<file path="src/hw/eeprom_pkg.sv">
package eeprom_pkg;

    // device type code of the 24C16 family, upper nibble of the control byte
    localparam logic [3:0] dev_code = 4'b1010;

    // byte-level commands from the sequencer to the bit engine
    typedef enum logic [1:0] {
        op_start = 2'd0,    // also used for repeated start
        op_stop  = 2'd1,
        op_write = 2'd2,    // send byte, sample slave ack
        op_read  = 2'd3     // receive byte, send given ack bit
    } twi_op_t;

    typedef struct packed {
        logic [2:0] block;  // goes into the control byte
        logic [7:0] word;   // sent as the word address
    } eeprom_addr_s;

    // 11-bit array address, either flat or split into block and word
    typedef union packed {
        logic [10:0]  flat;
        eeprom_addr_s split;
    } eeprom_addr_u;

endpackage

</file>
<file path="src/hw/twi_cmd_if.sv">
interface twi_cmd_if import eeprom_pkg::*; (
    input logic CLK,
    input logic RESET
);

    logic       cmd_valid;   // one cycle strobe
    twi_op_t    cmd_op;
    logic [7:0] tx_byte;
    logic       tx_ack_bit;  // ack bit sent after op_read
    logic       done;        // one pulse per command
    logic [7:0] rx_byte;
    logic       rx_ack;      // high means the slave did not acknowledge

    modport seq (
        input  CLK, RESET,
        input  done, rx_byte, rx_ack,
        output cmd_valid, cmd_op, tx_byte, tx_ack_bit
    );

    modport engine (
        input  CLK, RESET,
        input  cmd_valid, cmd_op, tx_byte, tx_ack_bit,
        output done, rx_byte, rx_ack
    );

endinterface

</file>
<file path="src/hw/eeprom_seq.sv">
module eeprom_seq import eeprom_pkg::*; (
    input  logic        CLK,
    input  logic        RESET,
    input  logic        wr,
    input  logic        rd,
    input  logic [10:0] addr,
    input  logic [7:0]  wdata,
    output logic [7:0]  rdata,
    output logic        ack,
    output logic        nack,
    output logic        busy,
    twi_cmd_if.seq      bus
);

    // one-hot state indices
    localparam int s_idle    = 0;
    localparam int s_start   = 1;
    localparam int s_ctrl_wr = 2;
    localparam int s_addr    = 3;
    localparam int s_data_wr = 4;
    localparam int s_restart = 5;
    localparam int s_ctrl_rd = 6;
    localparam int s_data_rd = 7;
    localparam int s_stop    = 8;
    localparam int s_done    = 9;

    logic [9:0]   state;
    logic [9:0]   nxt;
    eeprom_addr_u req;
    logic [7:0]   wbuf;
    logic         is_read;
    logic         accept;
    logic         advance;
    logic         byte_sent;
    logic         dev_nack;

    function automatic logic [9:0] onehot(input int idx);
        logic [9:0] v;
        v = '0;
        v[idx] = 1'b1;
        return v;
    endfunction

    assign accept    = state[s_idle] & (wr | rd);
    assign busy      = ~state[s_idle];
    assign ack       = state[s_done];

    // states whose command sends a byte the device must acknowledge
    assign byte_sent = state[s_ctrl_wr] | state[s_addr] | state[s_data_wr] | state[s_ctrl_rd];
    assign dev_nack  = bus.done & byte_sent & bus.rx_ack;
    assign advance   = accept | bus.done | state[s_done];

    always_comb begin
        nxt = state;
        case (1'b1)
            state[s_idle]:    nxt = onehot(s_start);
            state[s_start]:   nxt = onehot(s_ctrl_wr);
            state[s_ctrl_wr]: nxt = dev_nack ? onehot(s_stop) : onehot(s_addr);
            state[s_addr]: begin
                if (dev_nack)
                    nxt = onehot(s_stop);
                else if (is_read)
                    nxt = onehot(s_restart);
                else
                    nxt = onehot(s_data_wr);
            end
            state[s_data_wr]: nxt = onehot(s_stop);
            state[s_restart]: nxt = onehot(s_ctrl_rd);
            state[s_ctrl_rd]: nxt = dev_nack ? onehot(s_stop) : onehot(s_data_rd);
            state[s_data_rd]: nxt = onehot(s_stop);
            state[s_stop]:    nxt = onehot(s_done);
            state[s_done]:    nxt = onehot(s_idle);
            default:          nxt = onehot(s_idle);
        endcase
    end

    always_ff @(posedge CLK) begin
        if (RESET) begin
            state         <= onehot(s_idle);
            bus.cmd_valid <= 1'b0;
            nack          <= 1'b0;
        end else begin
            bus.cmd_valid <= 1'b0;
            if (advance) begin
                state         <= nxt;
                bus.cmd_valid <= ~(nxt[s_idle] | nxt[s_done]);   // every other state is a command
            end
            if (accept)
                nack <= 1'b0;
            else if (dev_nack)
                nack <= 1'b1;
        end
    end

    // request capture and read data
    always_ff @(posedge CLK) begin
        if (accept) begin
            req.flat <= addr;
            wbuf     <= wdata;
            is_read  <= ~wr;   // wr wins over rd
        end
        if (state[s_data_rd] && bus.done)
            rdata <= bus.rx_byte;
    end

    // command fields follow the state, stable while the command is outstanding
    always_comb begin
        bus.cmd_op  = op_write;
        bus.tx_byte = {dev_code, req.split.block, 1'b0};
        case (1'b1)
            state[s_start], state[s_restart]: bus.cmd_op = op_start;
            state[s_stop]:    bus.cmd_op = op_stop;
            state[s_addr]:    bus.tx_byte = req.split.word;
            state[s_data_wr]: bus.tx_byte = wbuf;
            state[s_ctrl_rd]: bus.tx_byte = {dev_code, req.split.block, 1'b1};
            state[s_data_rd]: bus.cmd_op = op_read;
            default: ;
        endcase
    end

    // single byte read ends with a master nack
    assign bus.tx_ack_bit = state[s_data_rd];

endmodule

</file>
<file path="src/flat_wrapper.sv">
// flat-port wrapper written by rule: the top's interface ports become plain ports
module eeprom_seq_flat import eeprom_pkg::*;
  (CLK, RESET, wr, rd, addr, wdata, rdata, ack, nack, busy, bus_done, bus_rx_byte, bus_rx_ack, bus_cmd_valid, bus_cmd_op, bus_tx_byte, bus_tx_ack_bit);
  twi_cmd_if bus_i (.CLK(CLK), .RESET(RESET));
  input  logic CLK;
  input  logic RESET;
  input  logic wr;
  input  logic rd;
  input  logic [10:0] addr;
  input  logic [7:0] wdata;
  output logic [7:0] rdata;
  output logic ack;
  output logic nack;
  output logic busy;
  input wire logic [$bits(bus_i.done)-1:0] bus_done;
  input wire logic [$bits(bus_i.rx_byte)-1:0] bus_rx_byte;
  input wire logic [$bits(bus_i.rx_ack)-1:0] bus_rx_ack;
  output wire logic [$bits(bus_i.cmd_valid)-1:0] bus_cmd_valid;
  output wire logic [$bits(bus_i.cmd_op)-1:0] bus_cmd_op;
  output wire logic [$bits(bus_i.tx_byte)-1:0] bus_tx_byte;
  output wire logic [$bits(bus_i.tx_ack_bit)-1:0] bus_tx_ack_bit;
  assign bus_i.done = bus_done;
  assign bus_i.rx_byte = bus_rx_byte;
  assign bus_i.rx_ack = bus_rx_ack;
  assign bus_cmd_valid = bus_i.cmd_valid;
  assign bus_cmd_op = bus_i.cmd_op;
  assign bus_tx_byte = bus_i.tx_byte;
  assign bus_tx_ack_bit = bus_i.tx_ack_bit;
  eeprom_seq u_core (.CLK(CLK), .RESET(RESET), .wr(wr), .rd(rd), .addr(addr), .wdata(wdata), .rdata(rdata), .ack(ack), .nack(nack), .busy(busy), .bus(bus_i));
endmodule
</file>
<file path="config.mk">
export PLATFORM = sky130hd
export DESIGN_NAME = eeprom_seq_flat
export DESIGN_NICKNAME = d
export VERILOG_FILES = /design/src/hw/eeprom_pkg.sv /design/src/hw/twi_cmd_if.sv /design/src/hw/eeprom_seq.sv /design/src/flat_wrapper.sv
export SDC_FILE = /design/constraint.sdc
export NUM_CORES = 1
export LEC_CHECK = 0
export BUFFER_PORTS_ARGS = -buffer_cell sky130_fd_sc_hd__buf_2
export CAP_MARGIN = 0
export CORE_MARGIN = 3
export CORE_UTILIZATION = 53
export CTS_CLUSTER_SIZE = 20
export DETAILED_ROUTE_END_ITERATION = 10
export PLACE_DENSITY = 0.87
export SYNTH_ARGS = -nofsm -noshare
export SYNTH_HDL_FRONTEND = slang
export SYNTH_SLANG_ARGS = --single-unit
export TNS_END_PERCENT = 1
</file>
<file path="constraint.sdc">
create_clock -name CLK -period 4 [get_ports CLK]
set_input_delay 0.8 -clock CLK [delete_from_list [all_inputs] [get_ports CLK]]
set_output_delay 0.8 -clock CLK [all_outputs]
set_load 0.01 [all_outputs]
</file>
==> results.ini <==
[pwr]
p_per_area_nw_per_um2 = 379
power.share.switching_pct = 23.8
vdd_drop_max_uv = 286
netSwitchingPower_w = 0.000178
p_leak_nw = 0.794
p_int_w = 0.000568
seqPwrFrac_pct = 64.3
clkPwrFrac_pct = 25.5
power_frac_comb_pct = 10.2

[sta]
finalSetupViolations = 0
tightest_slew_ns = 0.718
fmax_mhz = 375
min_period_ns = 2.67
max_slew_margin_pct = 51.9
skew_ns = 0.00530
rsz0062_at_grt = false
drv_slew = 0
hold_viol = 0
setup_tns_ns = 0
final_min_period_over_clock_period_pct = 66.7

[yosys]
yosys.area.top_type = edfxtp_1
ys_seq_elements = 40
yosys_warnings = 0
syn-cell-area_sq_um = 1640
seq_area_frac_synth_pct = 66.0
synth_edf_count = 28
synth_nets = 161
synth.distinct_cells = 39
syn_inst = 128
synthFlopType = edfxtp_1
synth_top_area_share_pct = 51.3
ys_async_sr_fraction_pct = 0
synth.area.top_cells = edfxtp_1, dfxtp_1, o22ai_1
syn_area_per_cell_sq_um = 12.8

[detailed_routing]
drt_iter0_markers = 62
route.detailed.drc = 0
antenna_left = 0
vias_per_cell = 5.91
routed_wl_um = 3570
num_vias = 1283
drt_first_pass_iters = 4
avgRoutedWirePerCell_um = 16.5

[finish]
mostFrequentLayoutCells = buf_2, edfxtp_1, dfxtp_1
nFillCells = 229
nets = 218
area_growth_pct = 20.0
final_common_cell = buf_2
stdcell_area_sq_um = 1970
num_antenna_cells = 0
drive_gt1_share_pct = 36.6

[die]
die_w_um = 61.6
coreArea_sq_um = 2850
dieArea_sq_um = 3800
io_pins = 56
rows = 19
start_util_pct = 57.5
die_h_um = 61.6

[min_path]
worstHoldStart = u_core.is_read
hold_path_class = reg2reg

[clocking]
clk_latency_ns = 0.34
postCtsSetupBuffers = 0
clock_sinks = 40
clockBufferDepth = 2
cts_resized = 0
cts_root_buf = clkbuf_4
cts_tree = done
htreeDepth = 2
cts-buffers-inserted = 5
clkTransAtPathRegs_ns = 0.10
cts_hold_buf = 0

[critical_path]
cp_top_family = flip-flops
start_kind = register
startpoint = u_core.state[3]
cpPeakStageDelay_ns = 0.59
worstPathRequired_ns = 3.20
cp_max_fo = 12
arrival_ns = 1.87
worst-path-buf-inv = 1
cp_slowest_cell = dfxtp_1
r2r_start = u_core.state[0]
worstPathCellList = or4b_1 -> o22ai_1 -> a21oi_1 -> buf_2
path_class = reg2out
critPathCaptureType = output port

[grt]
grt_max_degree = 26
gr-total-overflow = 0
grt_antenna_before_repair = 0
grt_pass1_wl_um = 5380
grt_usage_pct = 20.1
grt_pass1_vias = 1249

[place]
dp_hpwl_um = 2640
numPortBuffers = 55
place_area_sq_um = 1920
place_congestion = 0.933

[status]
status = finished, final reports clean

[job]
max_cap_violations = 0

-- synthesized netlist by cell type, drive strengths merged (3+ instances only) --
library cell and number:
nand3 5, nor3 5, nor2b 4, o22ai 5, a21oi 6, buf 4, nand2 5, dfxtp 12
o32ai 3, nor2 7, edfxtp 28, inv 9, a31o 3, nand4 4, nand2b 4
-- final timing paths --
| kind | cells after the start | endpoint | slack, ns |
|---|---|---|---|
| max | 4 | bus_tx_byte[2] | 1.33 |
| min | 1 | u_core.state[4] | 0.49 |
| max reg2reg | 4 | u_core.state[0] | 2.45 |
| min reg2reg | 1 | u_core.state[4] | 0.49 |
-- cell families after synthesis --
kind of cell / after synthesis / synth area share, %
AND/OR/NAND/NOR: 44 / 16.2
flip-flops: 40 / 66.0
AO/OA/AOI/OAI: 29 / 13.0
buffers and inverters: 14 / 4.27
multiplexers: 1 / 0.611
-- cell type report --
cell class	instances	area, sq um	share of cell area [%]
Clock buffer	7	45.0	2.29
Clock inverter	1	5.00	0.254
Inverter	9	33.8	1.72
Multi-Input combinational cell	74	488	24.8
Sequential cell	40	1080	55.0
Tap cell	31	38.8	1.97
Timing Repair Buffer	55	275	14.0
-- layer usage --
metal	up-vias	wire length (um)	track usage, %
li1	606	-	-
met1	600	1390	22.3
met2	64	1840	34.2
met3	13	274	7.34
met4	0	64	9.39
met5	-	0	0
-- power groups by stage --
stage | combinational, W | sequential [W] | clock [W]
3_5_place_dp | 0.0000759 | 0.000489 | 0
2_1_floorplan | 0.0000432 | 0.000486 | 0
5_1_grt | 0.0000841 | 0.000482 | 0.000208
6_report | 0.0000763 | 0.000480 | 0.000190
3_3_place_gp | 0.0000721 | 0.000488 | 0
4_1_cts | 0.0000763 | 0.000480 | 0.000194
-- through the flow --
stage | std cells | hold WS (ns) | setup slack [ns] | total power, W | util, %
after global placement | 209 | 0.463 | 1.79 | 0.000560 | 67.2
final | 217 | 0.490 | 1.33 | 0.000746 | 68.9
after detailed placement | 209 | 0.473 | 1.72 | 0.000565 | 67.2
after global routing | 217 | 0.513 | 1.18 | 0.000775 | 68.9
after floorplan | 128 | 0.454 | 2.09 | 0.000530 | -
after CTS | 217 | 0.488 | 1.34 | 0.000750 | 68.9
-- state kept, by name (all words and copies together), names as in the netlist --
register	count
u_core.nack	1
u_core.wbuf	8
u_core.bus.cmd_valid	1
u_core.rdata	8
u_core.req	11
u_core.is_read	1
u_core.state	10
(Power assumes the default switching activity.)
