[src/hw/eeprom_pkg.sv]
package eeprom_pkg;

    // device type code of the 24C16 family, upper nibble of the control byte
    localparam logic [3:0] dev_code = 4'b1010;

    // byte-level commands from the sequencer to the bit engine
    typedef enum logic [1:0] {
        op_start = 2'd0,    // also used for repeated start
        op_stop  = 2'd1,
        op_write = 2'd2,    // send byte, sample slave ack
        op_read  = 2'd3     // receive byte, send given ack bit
    } twi_op_t;

    typedef struct packed {
        logic [2:0] block;  // goes into the control byte
        logic [7:0] word;   // sent as the word address
    } eeprom_addr_s;

    // 11-bit array address, either flat or split into block and word
    typedef union packed {
        logic [10:0]  flat;
        eeprom_addr_s split;
    } eeprom_addr_u;

endpackage

[src/hw/twi_cmd_if.sv]
interface twi_cmd_if import eeprom_pkg::*; (
    input logic CLK,
    input logic RESET
);

    logic       cmd_valid;   // one cycle strobe
    twi_op_t    cmd_op;
    logic [7:0] tx_byte;
    logic       tx_ack_bit;  // ack bit sent after op_read
    logic       done;        // one pulse per command
    logic [7:0] rx_byte;
    logic       rx_ack;      // high means the slave did not acknowledge

    modport seq (
        input  CLK, RESET,
        input  done, rx_byte, rx_ack,
        output cmd_valid, cmd_op, tx_byte, tx_ack_bit
    );

    modport engine (
        input  CLK, RESET,
        input  cmd_valid, cmd_op, tx_byte, tx_ack_bit,
        output done, rx_byte, rx_ack
    );

endinterface

[src/hw/twi_bit_engine.sv]
module twi_bit_engine import eeprom_pkg::*; #(
    parameter int CLK_DIV = 2
) (
    input  logic      CLK,
    input  logic      RESET,
    input  logic      sda_in,
    output logic      scl,
    output logic      sda_pull,
    twi_cmd_if.engine bus
);

    localparam int            cw       = (CLK_DIV > 1) ? $clog2(CLK_DIV) : 1;
    localparam logic [cw-1:0] cnt_last = cw'(CLK_DIV - 1);

    logic          active;
    twi_op_t       op;
    logic [4:0]    hp;        // half period within the command
    logic [4:0]    hp_last;
    logic [cw-1:0] cnt;
    logic          tick;
    logic          byte_op;
    logic [7:0]    tx_sh;
    logic [7:0]    rx_sh;
    logic          ack_bit;
    logic          sda_drv;   // next sda_pull, retimed half a clock later

    always_comb begin
        case (op)
            op_start: hp_last = 5'd1;
            op_stop:  hp_last = 5'd2;
            default:  hp_last = 5'd17;   // 8 bits plus ack
        endcase
    end

    assign byte_op     = (op == op_write) || (op == op_read);
    assign tick        = (cnt == cnt_last);
    assign bus.done    = active & tick & (hp == hp_last);
    assign bus.rx_byte = rx_sh;

    // half period pacing
    always_ff @(posedge CLK) begin
        if (RESET || !active || tick)
            cnt <= '0;
        else
            cnt <= cnt + 1'b1;
    end

    // phase state machine, scl and the sda level per half period
    always_ff @(posedge CLK) begin
        if (RESET) begin
            active  <= 1'b0;
            hp      <= '0;
            scl     <= 1'b1;
            sda_drv <= 1'b0;
        end else if (!active) begin
            if (bus.cmd_valid) begin
                active <= 1'b1;
                hp     <= '0;
                case (bus.cmd_op)
                    op_start: begin
                        scl     <= 1'b1;          // sda already released
                        sda_drv <= 1'b0;
                    end
                    op_stop: begin
                        scl     <= 1'b0;
                        sda_drv <= 1'b1;
                    end
                    op_write: begin
                        scl     <= 1'b0;
                        sda_drv <= ~bus.tx_byte[7];   // msb first
                    end
                    default: begin
                        scl     <= 1'b0;
                        sda_drv <= 1'b0;
                    end
                endcase
            end
        end else if (tick) begin
            if (hp == hp_last) begin
                active <= 1'b0;
                scl    <= (op == op_stop);   // bus left idle only after stop
            end else begin
                hp <= hp + 1'b1;
                case (op)
                    op_start: sda_drv <= 1'b1;   // sda falls while scl high
                    op_stop: begin
                        if (hp == 5'd0)
                            scl <= 1'b1;
                        else
                            sda_drv <= 1'b0;     // sda rises while scl high
                    end
                    default: begin
                        if (!hp[0]) begin
                            scl <= 1'b1;
                        end else begin
                            scl <= 1'b0;
                            if (hp == 5'd15)
                                sda_drv <= (op == op_read) && !ack_bit;   // ack slot
                            else if (op == op_write)
                                sda_drv <= ~tx_sh[6];
                            else
                                sda_drv <= 1'b0;
                        end
                    end
                endcase
            end
        end
    end

    // byte shifters, sampling where scl rises
    always_ff @(posedge CLK) begin
        if (!active && bus.cmd_valid) begin
            op      <= bus.cmd_op;
            tx_sh   <= bus.tx_byte;
            ack_bit <= bus.tx_ack_bit;
        end else if (active && tick && hp != hp_last && byte_op) begin
            if (hp[0]) begin
                tx_sh <= tx_sh << 1;
            end else if (hp == 5'd16) begin
                bus.rx_ack <= sda_in;
            end else if (op == op_read) begin
                rx_sh <= {rx_sh[6:0], sda_in};
            end
        end
    end

    // sda moves half a clock after scl so it never changes on an scl edge
    always_ff @(negedge CLK) begin
        if (RESET)
            sda_pull <= 1'b0;
        else
            sda_pull <= sda_drv;
    end

endmodule

[src/flat_wrapper.sv]
// flat-port wrapper written by rule: the top's interface ports become plain ports
module twi_bit_engine_flat import eeprom_pkg::*;
#(
    parameter int CLK_DIV = 2
)
  (CLK, RESET, sda_in, scl, sda_pull, bus_cmd_valid, bus_cmd_op, bus_tx_byte, bus_tx_ack_bit, bus_done, bus_rx_byte, bus_rx_ack);
  twi_cmd_if bus_i (.CLK(CLK), .RESET(RESET));
  input  logic CLK;
  input  logic RESET;
  input  logic sda_in;
  output logic scl;
  output logic sda_pull;
  input wire logic [$bits(bus_i.cmd_valid)-1:0] bus_cmd_valid;
  input wire logic [$bits(bus_i.cmd_op)-1:0] bus_cmd_op;
  input wire logic [$bits(bus_i.tx_byte)-1:0] bus_tx_byte;
  input wire logic [$bits(bus_i.tx_ack_bit)-1:0] bus_tx_ack_bit;
  output wire logic [$bits(bus_i.done)-1:0] bus_done;
  output wire logic [$bits(bus_i.rx_byte)-1:0] bus_rx_byte;
  output wire logic [$bits(bus_i.rx_ack)-1:0] bus_rx_ack;
  assign bus_i.cmd_valid = bus_cmd_valid;
  assign bus_i.cmd_op = bus_cmd_op;
  assign bus_i.tx_byte = bus_tx_byte;
  assign bus_i.tx_ack_bit = bus_tx_ack_bit;
  assign bus_done = bus_i.done;
  assign bus_rx_byte = bus_i.rx_byte;
  assign bus_rx_ack = bus_i.rx_ack;
  twi_bit_engine #(.CLK_DIV(CLK_DIV)) u_core (.CLK(CLK), .RESET(RESET), .sda_in(sda_in), .scl(scl), .sda_pull(sda_pull), .bus(bus_i));
endmodule
[config.mk]
export PLATFORM = sky130hd
export DESIGN_NAME = twi_bit_engine_flat
export DESIGN_NICKNAME = d
export VERILOG_FILES = /design/src/hw/eeprom_pkg.sv /design/src/hw/twi_cmd_if.sv /design/src/hw/twi_bit_engine.sv /design/src/flat_wrapper.sv
export SDC_FILE = /design/constraint.sdc
export NUM_CORES = 1
export LEC_CHECK = 0
export ABC_AREA = 1
export BUFFER_PORTS_ARGS = -buffer_cell sky130_fd_sc_hd__clkbuf_2
export CORE_ASPECT_RATIO = 1.1
export CORE_MARGIN = 2
export CORE_UTILIZATION = 53
export CTS_CLUSTER_DIAMETER = 150
export CTS_CLUSTER_SIZE = 10
export DETAILED_ROUTE_END_ITERATION = 10
export HOLD_SLACK_MARGIN = 0.02
export PLACE_DENSITY = 0.77
export SETUP_SLACK_MARGIN = 0.4
export SYNTH_ARGS = -nofsm -noshare
export SYNTH_HDL_FRONTEND = slang
export SYNTH_SLANG_ARGS = --single-unit
[constraint.sdc]
create_clock -name CLK -period 2 [get_ports CLK]
set_input_delay 0.3 -clock CLK [delete_from_list [all_inputs] [get_ports CLK]]
set_output_delay 0.3 -clock CLK [all_outputs]
set_load 0.01 [all_outputs]
==> impl_metrics.toml, run 1 <==
[pwr]
vdd_drop_max_mv = 0.687
p_leak_nw = 0.778
p_total_mw = 1.19
p_per_area_nw_per_um2 = 680

[setup_path]
cp-end-kind = "output pin"
cpMaxStageDelayCell = "dfxtp_2"
cp-endpoint = "sda_pull"
cp.arrival_ns = 1.78
critical_path.top_delay_family = "flip-flops"
worstReg2RegStart = "u_core.op[1]"
r2r_slack_ns = 0.21
startpoint_type = "flip-flop"
path_cells = "buf_6"
cp_max_fo = 1
cpPeakStageDelay_ns = 0.30
r2r_cells = 7
cp_num_cells = 1
required_ns = 1.70
reg2reg_to = "u_core.bus.rx_byte[4]"
crit_type = "reg2out"
crit_path_start = "u_core.sda_pull"
cp_num_buf_inv = 1

[final_layout]
area_growth_pct = 24.8
mostFrequentLayoutCells = "nand2_1 (33), clkbuf_2 (24), edfxtp_1 (19), inv_1 (14), nor2_1 (12)"
fillers = 205
num-nets-final = 209
diodes = 0
final_common_cell = "nand2_1"
stdcell_count = 220
drive_above_1_share = 0.376

[clock_network]
htree_levels = 2
clk_path_buf_depth = 2
cts_root_buf = "clkbuf_4"
clock-sinks = 29
cts_made_buffers = 5
worstSkewPairLatency_ns = 0.37
path_clk_slew_ns = 0.09
cts_tree = "yes"

[floorplan]
die_h_um = 58.1
die_w_um = 53.2
die_area_um2 = 3090
rows = 19
start_util = 0.559
core_region_area_um2 = 2520
num_io_pins = 27

[logic_synthesis]
yosysWarnings = 0
synthArstFlopShare = 0
ys_seq_area_frac = 0.547
synth_area_um2 = 1410
synthesis.nets = 169
synth_cells = 148
synth_ff_type = "edfxtp_1"
synth.avg_cell_area_um2 = 9.52
synth_seq_cells = 29
ys_types = 26
synth_edf_count = 19

[outcome]
violations = "negative setup slack"
run_status = "complete, but fails checks"

[timing]
relSlewSlack = 0.831
layout_setup_ws_ns = -0.0800
slew_viol_final = 0
worst_slew_pin_slew_ns = 0.253
rsz0062_at_grt = "true"
final_hold_viol_count = 0
setup_violations = 1
fin_skew_ns = 0.0390

[route]
via_per_inst = 5.25
drcViolationCount = 0
num_vias = 1154
wl_per_cell_um = 13.6
drtPass1Iterations = 4
drt.antenna.violating_nets = 0
drt_wl_total_mm = 2.98
first_iter_violations = 35

[global_route]
grt_antenna_before_repair = 0
grt_pass1_wl_mm = 4.77
overflow = 0
grt_usage = 0.221
grt_pass1_vias = 1105
grt_max_degree = 11

[run]
drv_cap = 0

[place]
io_buffers = 26
dp_hpwl_mm = 2.09
place_inst = 205
gp_congestion = 0.892

[hold_path]
hp-class = "in2reg"
==> registers in the layout, summed over array words and instances, names as in the netlist <==
signal and cells:
u_core.sda_drv 1, u_core.sda_pull 1, u_core.active 1, u_core.bus.rx_byte 8, u_core.hp 5, u_core.tx_sh 7, u_core.bus.rx_ack 1, u_core.cnt 1
u_core.op 2, u_core.scl 1, u_core.ack_bit 1
==> final cells by class <==
cell class | instances | area, um^2 | share of cell area
Tap cell | 31 | 38.8 | 0.0221
Sequential cell | 29 | 777 | 0.442
Clock inverter | 3 | 13.8 | 0.00783
Inverter | 17 | 63.8 | 0.0363
Timing Repair Buffer | 34 | 196 | 0.112
Multi-Input combinational cell | 100 | 627 | 0.357
Clock buffer | 6 | 41.3 | 0.0235
==> stage by stage <==
stage / util / area (um^2) / hold WS (ns) / setup slack (ns) / TNS (ns)
after floorplan: - / 1410 / 0.362 / 0.384 / 0
after detailed placement: 0.626 / 1580 / 0.414 / 0.244 / 0
after global routing: 0.698 / 1760 / 0.122 / -0.103 / -0.103
after CTS: 0.673 / 1700 / 0.123 / -0.0940 / -0.0940
final: 0.698 / 1760 / 0.130 / -0.0800 / -0.0800
after global placement: 0.626 / 1580 / 0.409 / 0.296 / 0
==> cell usage after synthesis, drive strengths merged (2+ instances only) <==
master	n	area, um^2
inv	18	67.6
nand3b	2	18.8
dfxtp	10	200
ha	6	75.1
nand4	3	18.8
o21ai	2	10.0
nand3	11	67.6
a21oi	5	28.8
a22oi	2	15.0
nor3	2	10.0
nand2	41	176
nor2	21	98.8
edfxtp	19	571
xor2	2	17.5
==> how the worst min path moves through the flow <==
| stage | from | to | slack (ns) | depth (start not counted) |
|---|---|---|---|---|
| 2_1_floorplan | RESET | u_core.hp[3] | 0.36 | 1 |
| 3_3_place_gp | u_core.cnt | u_core.cnt | 0.41 | 1 |
| 3_5_place_dp | u_core.cnt | u_core.cnt | 0.41 | 1 |
| 4_1_cts | bus_tx_ack_bit | u_core.ack_bit | 0.12 | 1 |
| 5_1_grt | bus_tx_ack_bit | u_core.ack_bit | 0.12 | 1 |
| 6_report | bus_tx_ack_bit | u_core.ack_bit | 0.13 | 1 |
==> layer usage <==
layer,GRT usage,part of all wire,vias up
met2,0.364,0.52,48
met4,0.114,0.027,0
met1,0.249,0.39,521
li1,-,-,573
met3,0.0773,0.066,12
met5,0,0,-
==> cells by family after synthesis <==
group / share of synthesized area
fa+ha+maj: 0.0533
compound gates: 0.0497
flops: 0.547
xor+xnor: 0.0124
simple gates: 0.282
buf+inv: 0.0559
==> what timing repair did <==
action | in CTS | in global routing
setup buffers | 5 | 2
endpoints found under the setup margin | 18 | 19
hold buffers | 0 | 0
endpoints found under the hold margin | 0 | 0
pin swaps | 6 | 4
resized for setup | 13 | 12
==> power by group <==
| group | internal [mW] | switching (mW) | total [mW] |
|---|---|---|---|
| registers | 0.666 | 0.0201 | 0.686 |
| clock network | 0.135 | 0.201 | 0.336 |
| logic | 0.0679 | 0.105 | 0.173 |
| total | 0.869 | 0.326 | 1.19 |
Power figures use the tool's default switching activity.
==> inputs of run 2 (changes only) <==
--- a/config.mk
+++ b/config.mk
@@ -6,7 +6,9 @@
 export NUM_CORES = 1
 export LEC_CHECK = 0
 export ABC_AREA = 1
+export ABC_CLOCK_PERIOD_IN_PS = 2500
 export BUFFER_PORTS_ARGS = -buffer_cell sky130_fd_sc_hd__clkbuf_2
+export CAP_MARGIN = 10
 export CORE_ASPECT_RATIO = 1.1
 export CORE_MARGIN = 2
 export CORE_UTILIZATION = 53
==> constraint.sdc (replaced) <==
create_clock -name CLK -period 2.5 [get_ports CLK]
set_input_delay 0.375 -clock CLK [delete_from_list [all_inputs] [get_ports CLK]]
set_output_delay 0.375 -clock CLK [all_outputs]
set_load 0.01 [all_outputs]
==> run 2 against run 1 <==
The flow now finishes without violations. Non-clock buffer count fell by 8. Flip-flop and latch count is the same. First-iteration DRC count rose by 8.6%. Final cell count decreased by 4.1%. Via count down 4.8%. Worst hold slack better by 0.088 ns. Critical path depth did not move. Sequential share of layout area increased by 3.6 points. Die area is the same. Clock-buffer cell count is the same. Design area is 8.1% lower. Power down 23%.
==> impl_metrics.toml, run 2 (same netlist as run 1, synthesis figures left out) <==
[hold_path]
hp-class = "in2reg"

[final_layout]
drive_above_1_share = 0.267
seqCellArea_um2 = 772
mostFrequentLayoutCells = "nand2_1 (36), clkbuf_2 (25), edfxtp_1 (19), nor2_1 (16), inv_1 (15)"
final_common_cell = "nand2_1"
num-nets-final = 201
largest_reg_flops = 8
area_growth_pct = 14.7
stdcell_count = 211
multi_input_area_um2 = 562
diodes = 0
fillers = 214

[clock_network]
clk_path_buf_depth = 2
cts_hold_buf = 0
cts_made_buffers = 5
clock-sinks = 29
path_clk_slew_ns = 0.08
cts_root_buf = "clkbuf_4"
cts_tree = "yes"
htree_levels = 2
worstSkewPairLatency_ns = 0.36

[place]
dp_slack_ns = 0.452
place_inst = 204
io_buffers = 26
gp_congestion = 0.837
dp_hpwl_mm = 2.06

[setup_path]
crit_type = "reg2out"
cpPeakStageDelay_ns = 0.28
startpoint_type = "flip-flop"
cp-end-kind = "output pin"
required_ns = 2.12
path_cells = "buf_2"
cp_num_buf_inv = 1
critical_path.top_delay_family = "flip-flops"
cp_max_fo = 1
cpMaxStageDelayCell = "dfxtp_1"
cp.arrival_ns = 2.02

[global_route]
grt_max_degree = 12
grt_pass1_vias = 1037
grt_pass1_wl_mm = 4.48
gr-usage-met1 = 0.243
busiest_layer = "met2"
overflow = 0
grt_usage = 0.204
grt_antenna_before_repair = 0
grtUsageMet2 = 0.338
gr-usage-met3 = 0.0773

[timing]
slew_viol_final = 0
layout_setup_ws_ns = 0.104
fin_tns_setup_ns = 0
rsz0062_at_grt = "true"
worst_slew_pin_slew_ns = 0.462
final_hold_viol_count = 0
fin_skew_ns = 0.0415
setup_violations = 0
relSlewSlack = 0.691

[route]
drt.antenna.violating_nets = 0
drt_wl_total_mm = 2.67
num_vias = 1099
wl_per_cell_um = 12.7
drcViolationCount = 0
via_per_inst = 5.21
first_iter_violations = 38
drtPass1Iterations = 4

[floorplan]
start_util = 0.559
die_h_um = 58.1
die_w_um = 53.2
core_region_area_um2 = 2520
num_io_pins = 27
rows = 19
die_area_um2 = 3090

[pwr]
p_leak_nw = 0.730
p_per_area_nw_per_um2 = 567
vdd_drop_max_mv = 0.472

[outcome]
run_status = "completed"

[run]
drv_cap = 0
## run 2: power by group
group	total [mW]	leakage [nW]	switching, mW	internal, mW
logic	0.111	0.440	0.0696	0.0412
clock network	0.256	0.0311	0.152	0.104
registers	0.549	0.260	0.0164	0.533
## run 2: worst paths after layout
| check | start | endpoint | slack (ns) | cells past startpoint |
|---|---|---|---|---|
| worst max-delay path | u_core.sda_pull | sda_pull | 0.10 | 1 |
| worst min register to register | u_core.cnt | u_core.cnt | 0.45 | 1 |
| worst min-delay path | bus_tx_ack_bit | u_core.ack_bit | 0.22 | 1 |
| worst max register to register | u_core.active | u_core.bus.rx_byte[6] | 0.61 | 4 |
## run 2: cell type report
class / count / area share
clock buffer: 6 / 0.0256
clock inverter: 2 / 0.00465
inverter: 17 / 0.0395
multi-input combinational: 100 / 0.348
sequential: 29 / 0.478
tap: 31 / 0.0240
timing repair buffer: 26 / 0.0806
## run 2: layer usage
layer	share of wire	wire, um
met1	0.40	1080
met2	0.53	1410
met3	0.051	137
met4	0.015	40
met5	0	0
## run 2: what timing repair did
action / 4_1_cts / 5_1_grt
setup buffers: 0 / 0
endpoints found under the setup margin: 1 / 10
gates resized for setup: 0 / 3
endpoints found under the hold margin: 0 / 0
## run 2: through the flow
stage	util	total power, mW	area, um^2	hold slack [ns]
4_1_cts	0.640	0.917	1610	0.221
6_report	0.641	0.916	1620	0.218
2_1_floorplan	-	0.642	1410	0.398
5_1_grt	0.641	0.956	1620	0.208
3_3_place_gp	0.622	0.670	1570	0.427
3_5_place_dp	0.622	0.676	1570	0.433
